`src/logic/mips_isa_pkg.sv`:
```
`default_nettype none

package mips_isa_pkg;

    typedef logic [31:0] inst_t;
    typedef logic [5:0]  opcode_t;   // bits 31:26
    typedef logic [5:0]  funct_t;    // bits 5:0
    typedef logic [4:0]  shamt_t;    // bits 10:6, also a variable shift count
    typedef logic [15:0] imm16_t;    // bits 15:0

    // major opcodes
    localparam opcode_t OP_SPECIAL = 6'b000000;
    localparam opcode_t OP_ADDI    = 6'b001000;
    localparam opcode_t OP_ADDIU   = 6'b001001;
    localparam opcode_t OP_SLTI    = 6'b001010;
    localparam opcode_t OP_SLTIU   = 6'b001011;
    localparam opcode_t OP_ANDI    = 6'b001100;
    localparam opcode_t OP_ORI     = 6'b001101;
    localparam opcode_t OP_XORI    = 6'b001110;
    localparam opcode_t OP_LUI     = 6'b001111;

    // function codes under OP_SPECIAL
    localparam funct_t FN_SLL  = 6'b000000;
    localparam funct_t FN_SRL  = 6'b000010;
    localparam funct_t FN_SRA  = 6'b000011;
    localparam funct_t FN_SLLV = 6'b000100;
    localparam funct_t FN_SRLV = 6'b000110;
    localparam funct_t FN_SRAV = 6'b000111;
    localparam funct_t FN_MOVZ = 6'b001010;
    localparam funct_t FN_MOVN = 6'b001011;
    localparam funct_t FN_ADD  = 6'b100000;
    localparam funct_t FN_ADDU = 6'b100001;
    localparam funct_t FN_SUB  = 6'b100010;
    localparam funct_t FN_SUBU = 6'b100011;
    localparam funct_t FN_AND  = 6'b100100;
    localparam funct_t FN_OR   = 6'b100101;
    localparam funct_t FN_XOR  = 6'b100110;
    localparam funct_t FN_NOR  = 6'b100111;
    localparam funct_t FN_SLT  = 6'b101010;
    localparam funct_t FN_SLTU = 6'b101011;

endpackage

`default_nettype wire

```
`src/logic/core_ctrl_pkg.sv`:
```
`default_nettype none

package core_ctrl_pkg;

    localparam int WORD_W     = 32;
    localparam int REG_ADDR_W = 5;
    localparam int NUM_REGS   = 32;

    typedef logic [WORD_W-1:0]     word_t;
    typedef logic [REG_ADDR_W-1:0] reg_addr_t;

    // operation inside a result group
    typedef enum logic [3:0] {
        OP_NOP  = 4'd0,
        OP_OR   = 4'd1,
        OP_AND  = 4'd2,
        OP_XOR  = 4'd3,
        OP_NOR  = 4'd4,
        OP_SLL  = 4'd5,
        OP_SRL  = 4'd6,
        OP_SRA  = 4'd7,
        OP_ADD  = 4'd8,
        OP_SUB  = 4'd9,
        OP_SLT  = 4'd10,
        OP_SLTU = 4'd11,
        OP_MOVN = 4'd12,
        OP_MOVZ = 4'd13
    } alu_op_e;

    // result group picked in execute
    typedef enum logic [2:0] {
        SEL_NOP   = 3'd0,
        SEL_LOGIC = 3'd1,
        SEL_SHIFT = 3'd2,
        SEL_ARITH = 3'd3,
        SEL_MOVE  = 3'd4
    } alu_sel_e;

endpackage

`default_nettype wire

```
`src/logic/regfile.sv`:
```
`default_nettype none

module regfile (
    input  wire                           clk,
    input  wire                           arst_n_i,
    input  wire                           we_i,
    input  wire core_ctrl_pkg::reg_addr_t waddr_i,
    input  wire core_ctrl_pkg::word_t     wdata_i,
    input  wire core_ctrl_pkg::reg_addr_t raddr1_i,
    input  wire core_ctrl_pkg::reg_addr_t raddr2_i,
    output core_ctrl_pkg::word_t          rdata1_o,
    output core_ctrl_pkg::word_t          rdata2_o
);
    import core_ctrl_pkg::*;

    word_t regs [NUM_REGS];

    always_ff @(posedge clk or negedge arst_n_i) begin
        if (!arst_n_i) begin
            for (int i = 0; i < NUM_REGS; i++) begin
                regs[i] <= '0;
            end
        end else if (we_i) begin
            regs[waddr_i] <= wdata_i;
        end
    end

    // r0 reads zero, same-cycle write passes through
    assign rdata1_o = (raddr1_i == '0) ? '0 :
                      (we_i && waddr_i == raddr1_i) ? wdata_i : regs[raddr1_i];
    assign rdata2_o = (raddr2_i == '0) ? '0 :
                      (we_i && waddr_i == raddr2_i) ? wdata_i : regs[raddr2_i];

    // decode drops r0 writes three stages upstream
    a_no_r0_write: assert property (@(posedge clk) disable iff (!arst_n_i)
        we_i |-> waddr_i != '0);

endmodule

`default_nettype wire

```
`src/logic/decode_stage.sv`:
```
`default_nettype none

module decode_stage (
    input  wire                           clk,
    input  wire                           arst_n_i,
    input  wire mips_isa_pkg::inst_t      inst_i,
    input  wire core_ctrl_pkg::word_t     rf_rdata1_i,
    input  wire core_ctrl_pkg::word_t     rf_rdata2_i,
    input  wire                           ex_we_i,
    input  wire core_ctrl_pkg::reg_addr_t ex_waddr_i,
    input  wire core_ctrl_pkg::word_t     ex_wdata_i,
    input  wire                           mem_we_i,
    input  wire core_ctrl_pkg::reg_addr_t mem_waddr_i,
    input  wire core_ctrl_pkg::word_t     mem_wdata_i,
    output core_ctrl_pkg::reg_addr_t      rf_raddr1_o,
    output core_ctrl_pkg::reg_addr_t      rf_raddr2_o,
    output core_ctrl_pkg::alu_op_e        aluop_o,
    output core_ctrl_pkg::alu_sel_e       alusel_o,
    output core_ctrl_pkg::word_t          opnd1_o,
    output core_ctrl_pkg::word_t          opnd2_o,
    output core_ctrl_pkg::reg_addr_t      waddr_o,
    output logic                          we_o
);
    import mips_isa_pkg::*;
    import core_ctrl_pkg::*;

    inst_t     inst_q;     // fetch register
    opcode_t   op;
    funct_t    fn;
    shamt_t    sa;
    imm16_t    imm16;
    reg_addr_t rs;
    reg_addr_t rt;
    reg_addr_t rd;
    logic      shift_imm;  // sll/srl/sra form
    logic      re1;
    logic      re2;
    logic      move_ok;
    word_t     imm;

    always_ff @(posedge clk or negedge arst_n_i) begin
        if (!arst_n_i) begin
            inst_q <= '0;
        end else begin
            inst_q <= inst_i;
        end
    end

    assign op        = inst_q[31:26];
    assign rs        = inst_q[25:21];
    assign rt        = inst_q[20:16];
    assign rd        = inst_q[15:11];
    assign sa        = inst_q[10:6];
    assign fn        = inst_q[5:0];
    assign imm16     = inst_q[15:0];
    assign shift_imm = fn inside {FN_SLL, FN_SRL, FN_SRA};

    assign rf_raddr1_o = rs;
    assign rf_raddr2_o = rt;

    always_comb begin
        aluop_o = OP_NOP;
        re1     = 1'b1;
        re2     = 1'b0;
        waddr_o = rt;                       // i-type target
        imm     = {{16{imm16[15]}}, imm16};
        case (op)
            OP_SPECIAL: begin
                re2     = 1'b1;
                waddr_o = rd;
                if (shift_imm ? (rs == '0) : (sa == '0)) begin
                    case (fn)
                        FN_OR:           aluop_o = OP_OR;
                        FN_AND:          aluop_o = OP_AND;
                        FN_XOR:          aluop_o = OP_XOR;
                        FN_NOR:          aluop_o = OP_NOR;
                        FN_SLL, FN_SLLV: aluop_o = OP_SLL;
                        FN_SRL, FN_SRLV: aluop_o = OP_SRL;
                        FN_SRA, FN_SRAV: aluop_o = OP_SRA;
                        FN_ADD, FN_ADDU: aluop_o = OP_ADD;
                        FN_SUB, FN_SUBU: aluop_o = OP_SUB;
                        FN_SLT:          aluop_o = OP_SLT;
                        FN_SLTU:         aluop_o = OP_SLTU;
                        FN_MOVN:         aluop_o = OP_MOVN;
                        FN_MOVZ:         aluop_o = OP_MOVZ;
                        default:         aluop_o = OP_NOP;
                    endcase
                end
                if (shift_imm) begin
                    re1 = 1'b0;             // sa stands in for rs
                    imm = word_t'(sa);
                end
            end
            OP_ORI: begin
                aluop_o    = OP_OR;
                imm[31:16] = '0;
            end
            OP_ANDI: begin
                aluop_o    = OP_AND;
                imm[31:16] = '0;
            end
            OP_XORI: begin
                aluop_o    = OP_XOR;
                imm[31:16] = '0;
            end
            OP_LUI: begin
                aluop_o = OP_OR;            // imm | imm
                re1     = 1'b0;
                imm     = {imm16, 16'b0};
            end
            OP_SLTI:           aluop_o = OP_SLT;
            OP_SLTIU:          aluop_o = OP_SLTU;  // unsigned compare of sext imm
            OP_ADDI, OP_ADDIU: aluop_o = OP_ADD;   // no overflow trap
            default:           aluop_o = OP_NOP;
        endcase
    end

    always_comb begin
        case (aluop_o)
            OP_OR, OP_AND, OP_XOR, OP_NOR:   alusel_o = SEL_LOGIC;
            OP_SLL, OP_SRL, OP_SRA:          alusel_o = SEL_SHIFT;
            OP_ADD, OP_SUB, OP_SLT, OP_SLTU: alusel_o = SEL_ARITH;
            OP_MOVN, OP_MOVZ:                alusel_o = SEL_MOVE;
            default:                         alusel_o = SEL_NOP;
        endcase
    end

    // newest value wins: ex, then mem, then register file
    function automatic word_t fwd(input logic re, input reg_addr_t ra,
                                  input word_t rf_val, input word_t imm_val);
        return !re                             ? imm_val :
               (ex_we_i && ex_waddr_i == ra)   ? ex_wdata_i :
               (mem_we_i && mem_waddr_i == ra) ? mem_wdata_i : rf_val;
    endfunction

    always_comb begin
        opnd1_o = fwd(re1, rs, rf_rdata1_i, imm);
        opnd2_o = fwd(re2, rt, rf_rdata2_i, imm);
    end

    // movn/movz condition is on the forwarded rt
    assign move_ok = (aluop_o == OP_MOVN) ? (opnd2_o != '0) :
                     (aluop_o == OP_MOVZ) ? (opnd2_o == '0) : 1'b1;
    assign we_o    = (alusel_o != SEL_NOP) && move_ok && (waddr_o != '0);

    // r0 reads stay zero only if no forwarded write targets it
    a_no_r0_fwd: assert property (@(posedge clk) disable iff (!arst_n_i)
        !(ex_we_i && ex_waddr_i == '0) && !(mem_we_i && mem_waddr_i == '0));

endmodule

`default_nettype wire

```
`src/logic/execute_stage.sv`:
```
`default_nettype none

module execute_stage (
    input  wire                           clk,
    input  wire                           arst_n_i,
    input  wire core_ctrl_pkg::alu_op_e   aluop_i,
    input  wire core_ctrl_pkg::alu_sel_e  alusel_i,
    input  wire core_ctrl_pkg::word_t     opnd1_i,
    input  wire core_ctrl_pkg::word_t     opnd2_i,
    input  wire core_ctrl_pkg::reg_addr_t waddr_i,
    input  wire                           we_i,
    output logic                          ex_we_o,
    output core_ctrl_pkg::reg_addr_t      ex_waddr_o,
    output core_ctrl_pkg::word_t          ex_wdata_o
);
    import mips_isa_pkg::*;
    import core_ctrl_pkg::*;

    alu_op_e  aluop_q;
    alu_sel_e alusel_q;
    word_t    opnd1_q;
    word_t    opnd2_q;
    shamt_t   sh;
    word_t    logic_res;
    word_t    shift_res;
    word_t    arith_res;

    always_ff @(posedge clk or negedge arst_n_i) begin
        if (!arst_n_i) begin
            aluop_q    <= OP_NOP;
            alusel_q   <= SEL_NOP;
            opnd1_q    <= '0;
            opnd2_q    <= '0;
            ex_waddr_o <= '0;
            ex_we_o    <= 1'b0;
        end else begin
            aluop_q    <= aluop_i;
            alusel_q   <= alusel_i;
            opnd1_q    <= opnd1_i;
            opnd2_q    <= opnd2_i;
            ex_waddr_o <= waddr_i;
            ex_we_o    <= we_i;
        end
    end

    assign sh = opnd1_q[4:0];   // rt shifted by low bits of operand 1

    always_comb begin
        case (aluop_q)
            OP_AND:  logic_res = opnd1_q & opnd2_q;
            OP_XOR:  logic_res = opnd1_q ^ opnd2_q;
            OP_NOR:  logic_res = ~(opnd1_q | opnd2_q);
            default: logic_res = opnd1_q | opnd2_q;
        endcase
        case (aluop_q)
            OP_SRL:  shift_res = opnd2_q >> sh;
            OP_SRA:  shift_res = $signed(opnd2_q) >>> sh;
            default: shift_res = opnd2_q << sh;
        endcase
        case (aluop_q)
            OP_SUB:  arith_res = opnd1_q - opnd2_q;
            OP_SLT:  arith_res = word_t'($signed(opnd1_q) < $signed(opnd2_q));
            OP_SLTU: arith_res = word_t'(opnd1_q < opnd2_q);
            default: arith_res = opnd1_q + opnd2_q;
        endcase
    end

    always_comb begin
        case (alusel_q)
            SEL_LOGIC: ex_wdata_o = logic_res;
            SEL_SHIFT: ex_wdata_o = shift_res;
            SEL_ARITH: ex_wdata_o = arith_res;
            SEL_MOVE:  ex_wdata_o = opnd1_q;   // rs
            default:   ex_wdata_o = '0;
        endcase
    end

    // decode only raises a write for a known group
    a_we_has_group: assert property (@(posedge clk) disable iff (!arst_n_i)
        ex_we_o |-> alusel_q != SEL_NOP);

endmodule

`default_nettype wire

```
`src/logic/retire_stage.sv`:
```
`default_nettype none

module retire_stage (
    input  wire                           clk,
    input  wire                           arst_n_i,
    input  wire                           ex_we_i,
    input  wire core_ctrl_pkg::reg_addr_t ex_waddr_i,
    input  wire core_ctrl_pkg::word_t     ex_wdata_i,
    output logic                          mem_we_o,
    output core_ctrl_pkg::reg_addr_t      mem_waddr_o,
    output core_ctrl_pkg::word_t          mem_wdata_o,
    output logic                          wb_we_o,
    output core_ctrl_pkg::reg_addr_t      wb_addr_o,
    output core_ctrl_pkg::word_t          wb_data_o
);

    // mem step carries results only, a load/store unit would sit between
    always_ff @(posedge clk or negedge arst_n_i) begin
        if (!arst_n_i) begin
            mem_we_o    <= 1'b0;
            mem_waddr_o <= '0;
            mem_wdata_o <= '0;
            wb_we_o     <= 1'b0;
            wb_addr_o   <= '0;
            wb_data_o   <= '0;
        end else begin
            mem_we_o    <= ex_we_i;
            mem_waddr_o <= ex_waddr_i;
            mem_wdata_o <= ex_wdata_i;
            wb_we_o     <= mem_we_o;
            wb_addr_o   <= mem_waddr_o;
            wb_data_o   <= mem_wdata_o;
        end
    end

endmodule

`default_nettype wire

```
`src/logic/mini_core.sv`:
```
`default_nettype none

module mini_core (
    input  wire                      clk,
    input  wire                      arst_n_i,
    input  wire mips_isa_pkg::inst_t inst_i,
    output logic                     wb_we_o,
    output core_ctrl_pkg::reg_addr_t wb_addr_o,
    output core_ctrl_pkg::word_t     wb_data_o
);
    import core_ctrl_pkg::*;

    reg_addr_t rf_raddr1;
    reg_addr_t rf_raddr2;
    word_t     rf_rdata1;
    word_t     rf_rdata2;
    alu_op_e   aluop;
    alu_sel_e  alusel;
    word_t     opnd1;
    word_t     opnd2;
    reg_addr_t id_waddr;
    logic      id_we;
    logic      ex_we;
    reg_addr_t ex_waddr;
    word_t     ex_wdata;
    logic      mem_we;
    reg_addr_t mem_waddr;
    word_t     mem_wdata;

    decode_stage u_decode (
        .clk         (clk),
        .arst_n_i    (arst_n_i),
        .inst_i      (inst_i),
        .rf_rdata1_i (rf_rdata1),
        .rf_rdata2_i (rf_rdata2),
        .ex_we_i     (ex_we),
        .ex_waddr_i  (ex_waddr),
        .ex_wdata_i  (ex_wdata),
        .mem_we_i    (mem_we),
        .mem_waddr_i (mem_waddr),
        .mem_wdata_i (mem_wdata),
        .rf_raddr1_o (rf_raddr1),
        .rf_raddr2_o (rf_raddr2),
        .aluop_o     (aluop),
        .alusel_o    (alusel),
        .opnd1_o     (opnd1),
        .opnd2_o     (opnd2),
        .waddr_o     (id_waddr),
        .we_o        (id_we)
    );

    execute_stage u_execute (
        .clk        (clk),
        .arst_n_i   (arst_n_i),
        .aluop_i    (aluop),
        .alusel_i   (alusel),
        .opnd1_i    (opnd1),
        .opnd2_i    (opnd2),
        .waddr_i    (id_waddr),
        .we_i       (id_we),
        .ex_we_o    (ex_we),
        .ex_waddr_o (ex_waddr),
        .ex_wdata_o (ex_wdata)
    );

    retire_stage u_retire (
        .clk         (clk),
        .arst_n_i    (arst_n_i),
        .ex_we_i     (ex_we),
        .ex_waddr_i  (ex_waddr),
        .ex_wdata_i  (ex_wdata),
        .mem_we_o    (mem_we),
        .mem_waddr_o (mem_waddr),
        .mem_wdata_o (mem_wdata),
        .wb_we_o     (wb_we_o),
        .wb_addr_o   (wb_addr_o),
        .wb_data_o   (wb_data_o)
    );

    regfile u_regfile (
        .clk      (clk),
        .arst_n_i (arst_n_i),
        .we_i     (wb_we_o),
        .waddr_i  (wb_addr_o),
        .wdata_i  (wb_data_o),
        .raddr1_i (rf_raddr1),
        .raddr2_i (rf_raddr2),
        .rdata1_o (rf_rdata1),
        .rdata2_o (rf_rdata2)
    );

endmodule

`default_nettype wire

```
`config.mk`:
```
export PLATFORM = sky130hd
export DESIGN_NAME = mini_core
export DESIGN_NICKNAME = d
export VERILOG_FILES = /design/src/logic/mips_isa_pkg.sv /design/src/logic/core_ctrl_pkg.sv /design/src/logic/regfile.sv /design/src/logic/decode_stage.sv /design/src/logic/execute_stage.sv /design/src/logic/retire_stage.sv /design/src/logic/mini_core.sv
export SDC_FILE = /design/constraint.sdc
export NUM_CORES = 2
export LEC_CHECK = 0
export BUFFER_PORTS_ARGS = -buffer_cell sky130_fd_sc_hd__buf_2
export CORE_UTILIZATION = 60
export CTS_BUF_LIST = sky130_fd_sc_hd__clkbuf_4 sky130_fd_sc_hd__clkbuf_8
export DETAILED_ROUTE_END_ITERATION = 12
export PLACE_DENSITY = 0.78
export REMOVE_ABC_BUFFERS = 1
export SYNTH_ARGS = -nofsm -noshare
export SYNTH_HDL_FRONTEND = slang
export SYNTH_SLANG_ARGS = --single-unit
```
`constraint.sdc`:
```
create_clock -name clk -period 4.9 [get_ports clk]
set_input_delay 1.225 -clock clk [delete_from_list [all_inputs] [get_ports clk]]
set_output_delay 1.225 -clock clk [all_outputs]
set_load 0.005 [all_outputs]
```
==> metrics.yaml <==
clock_tree:
  cts-root-buf: "clkbuf_8"
  h-tree-depth: 4
  tritoncts: "built"
  clock-sinks: 1209
  clock_tree.buffer_depth: 3
  clk_pin_slew_ns: 0.07
  worstSkewPairLatency_ns: 0.95
  cts_buffers: 199
  ctsHoldBuffers: 0
  post_cts_buffers: 0
global_route:
  grt_max_degree: 135
  grtUsageMet1_pct: 58.52
  use_met2_pct: 67.00
  busiest_layer: "met2"
  grt-ovfl-total: 0
  grt_pass1_vias: 56513
  grt_pass1_wl_um: 397400
  grt_use_met3_pct: 12.21
  antenna_found_initial: 19
  grt.total_usage_pct: 45.41
critical_path:
  crit_buf_inv: 2
  cp.required_ns: 5.70
  crit_type: "flip-flop to flip-flop"
  cp_slowest_cell: "or4b_1"
  cpPeakStageDelay_ns: 0.59
  startpoint_type: "flip-flop"
  crit_family: "simple AND/OR/NAND/NOR gates"
  endpoint_kind: "flip-flop"
  arrival_ns: 5.55
  crit_fanout: 4
  cp_cell_sequence: "inv_1, ha_1, or4_1, or4b_1, a311oi_2, nor2b_1, and3_1, nor4_2, buf_4, a221oi_1, nor4b_2, nand4b_1, nor3_1, and3b_1"
logic_synthesis:
  yosys-top-cells-area: "dfrtp_1 (42%), mux4_2 (19%), mux2_2 (16%)"
  yosysUniqueCellTypes: 94
  ys_warn_count: 0
  yosys_register_bits: 1209
  yosysSeqAreaShare_pct: 41.69
  synth_top_area_share_pct: 41.69
  syn_area_sq_um: 72570
  async_flop_share_pct: 100.0
  avgSynthCellArea_sq_um: 12.89
  synth_top_cell_by_area: "dfrtp_1"
  synthFlopType: "dfrtp_1"
  synth_commonest_cells: "dfrtp_1 (1209), mux2_2 (1037), mux4_2 (599)"
  yosysMostFrequentCell: "dfrtp_1"
  synthCells: 5632
  synth_edf_count: 0
timing:
  setup_ws_ns: 0.1498
  fin_tns_setup_ns: 0
  grt_setup_unrepaired: "no"
  hold_viol: 0
  slew_viol_final: 0
  clock_skew_ns: 0.04663
  period_share_pct: 96.94
  fmax_mhz: 210.5
  finalSetupViolCount: 0
  slew_headroom_pct: 5.965
  period_needed_ns: 4.750
  worst_slew_pin_slew_ns: 1.396
power:
  vdd_drop_max_mv: 0.2830
  power.leakage_nw: 36.49
  p_per_area_nw_per_um2: 323.0
place:
  dpl_cell_area_sq_um: 76620
  globalplace.congestion: 1.058
  dp.cells: 7214
  numPortBuffers: 71
  hpwl_um: 185200
  place_ws_ns: -0.1302
cells_and_area:
  regArea_sq_um: 30300
  final_cells: 7575
  syn_to_final_growth_pct: 11.55
  fin_nets: 5940
  multi_input_comb_area_sq_um: 39900
  drive_above_1_share_pct: 43.77
  n_fill_cell: 8447
  fin_area_sq_um: 80960
status:
  status: "completed"
drt:
  ant_nets: 0
  wirelength_um: 275000
  wl_per_cell_um: 36.31
  drc: 0
  drt_iter0_markers: 7654
  drt-pass1-iter-count: 8
  viasPerCell: 7.443
  via_count: 56379
floorplanning:
  die_area_sq_um: 122400
  start_util_pct: 60.49
  core_sq_um: 120000
  ios: 72
  die_y_um: 349.8
  row_count: 127
  fp.dieW_um: 349.8
hold_path:
  hold_path.class: "primary input to async pin"
flow_run:
  drv_cap: 0
[sequential cells by signal (all words and copies together), names as in the netlist]
register / count
u_execute.ex_we_o: 1
u_retire.wb_data_o: 32
u_retire.mem_wdata_o: 32
u_retire.wb_addr_o: 5
u_execute.opnd2_q: 32
u_execute.alusel_q: 3
u_decode.inst_q: 32
u_execute.aluop_q: 4
u_retire.mem_we_o: 1
u_execute.opnd1_q: 32
u_regfile.regs: 1024
u_retire.wb_we_o: 1
u_retire.mem_waddr_o: 5
u_execute.ex_waddr_o: 5
[layout make-up]
| type | count | area share (%) |
|---|---|---|
| sequential | 1209 | 37.43 |
| multi-input combinational | 3772 | 49.29 |
| clock buffer | 333 | 5.051 |
| inverter | 111 | 0.5146 |
| clock inverter | 21 | 0.2334 |
| timing repair buffer | 510 | 4.976 |
| antenna | 7 | 0.02164 |
| tap | 1612 | 2.491 |
[final timing paths]
path                                               start                      to  slack [ns]  cells after the start
worst max register to register     u_execute.opnd2_q[15]       u_execute.ex_we_o        0.15                     14
worst min register to register  u_retire.mem_wdata_o[25]  u_retire.wb_data_o[25]        0.40                      0
worst min-delay path                            arst_n_i      u_regfile.regs[28]        0.30                      1
min in group clk                               inst_i[5]      u_decode.inst_q[5]        0.39                      1
max in group asynchronous                       arst_n_i     u_decode.inst_q[23]        3.18                      2
worst max-delay path               u_execute.opnd2_q[15]       u_execute.ex_we_o        0.15                     14
[timing repair]
action,4_1_cts,5_1_grt
setup endpoints to repair,1,1
gates resized for setup,3,6
cloned,0,0
[through the flow]
step                      power (W)  utilization, %  hold WS [ns]
after floorplan             0.01450               -        0.3587
after global placement      0.01642           63.87        0.3816
after detailed placement    0.01655           63.87        0.3902
after CTS                   0.02602           67.44        0.3238
after global routing        0.02691           67.47        0.3649
final                       0.02615           67.48        0.2980
[layout by cell type, fill, tap and decap left out, drive strengths merged, types with 13 or more instances in the layout]
master and count:
a221oi 88, mux2 1037, o211ai 37, a22oi 26
o21ai 190, or2 13, nor2 220, o31ai 29
o21a 20, a221o 17, clkinv 16, a31oi 32
xor2 27, buf 510, inv 113, a22o 16
and2 19, o22ai 27, nor3b 14, mux4 609
xnor2 13, nand4 23, a21o 14, o221ai 57
and3 27, or3 15, ha 101, a211oi 42
dfrtp 1209, clkbuf 333, nor2b 37, nand3b 15
nand2b 18, mux2i 203, nand3 49, nor3 56
a21oi 151, nor4 30, nand2 309
[kinds of logic after synthesis]
kind of cell | count (synthesis) | share of synthesized area (%)
flops | 1209 | 41.69
compound gates | 898 | 8.670
simple gates | 882 | 5.841
buf+inv | 651 | 3.683
xor+xnor | 40 | 0.4827
mux | 1849 | 37.84
fa+ha+maj | 103 | 1.796
[report_power, final]
part	switching (W)	leakage, nW	internal (W)	total [W]
logic	0.00287	17.7	0.00219	0.00506
registers	0.000746	16.4	0.0108	0.0115
clock network	0.00424	2.30	0.00533	0.00957
[routing by layer]
| layer | share of wire, % | wire length, um | up-vias |
|---|---|---|---|
| met5 | 0.021 | 59 | - |
| met4 | 8.5 | 23320 | 8 |
| met3 | 11 | 31370 | 1133 |
| met2 | 44 | 121400 | 4203 |
| met1 | 36 | 98830 | 28911 |
| li1 | - | - | 22124 |
(Power assumes the default switching activity.)
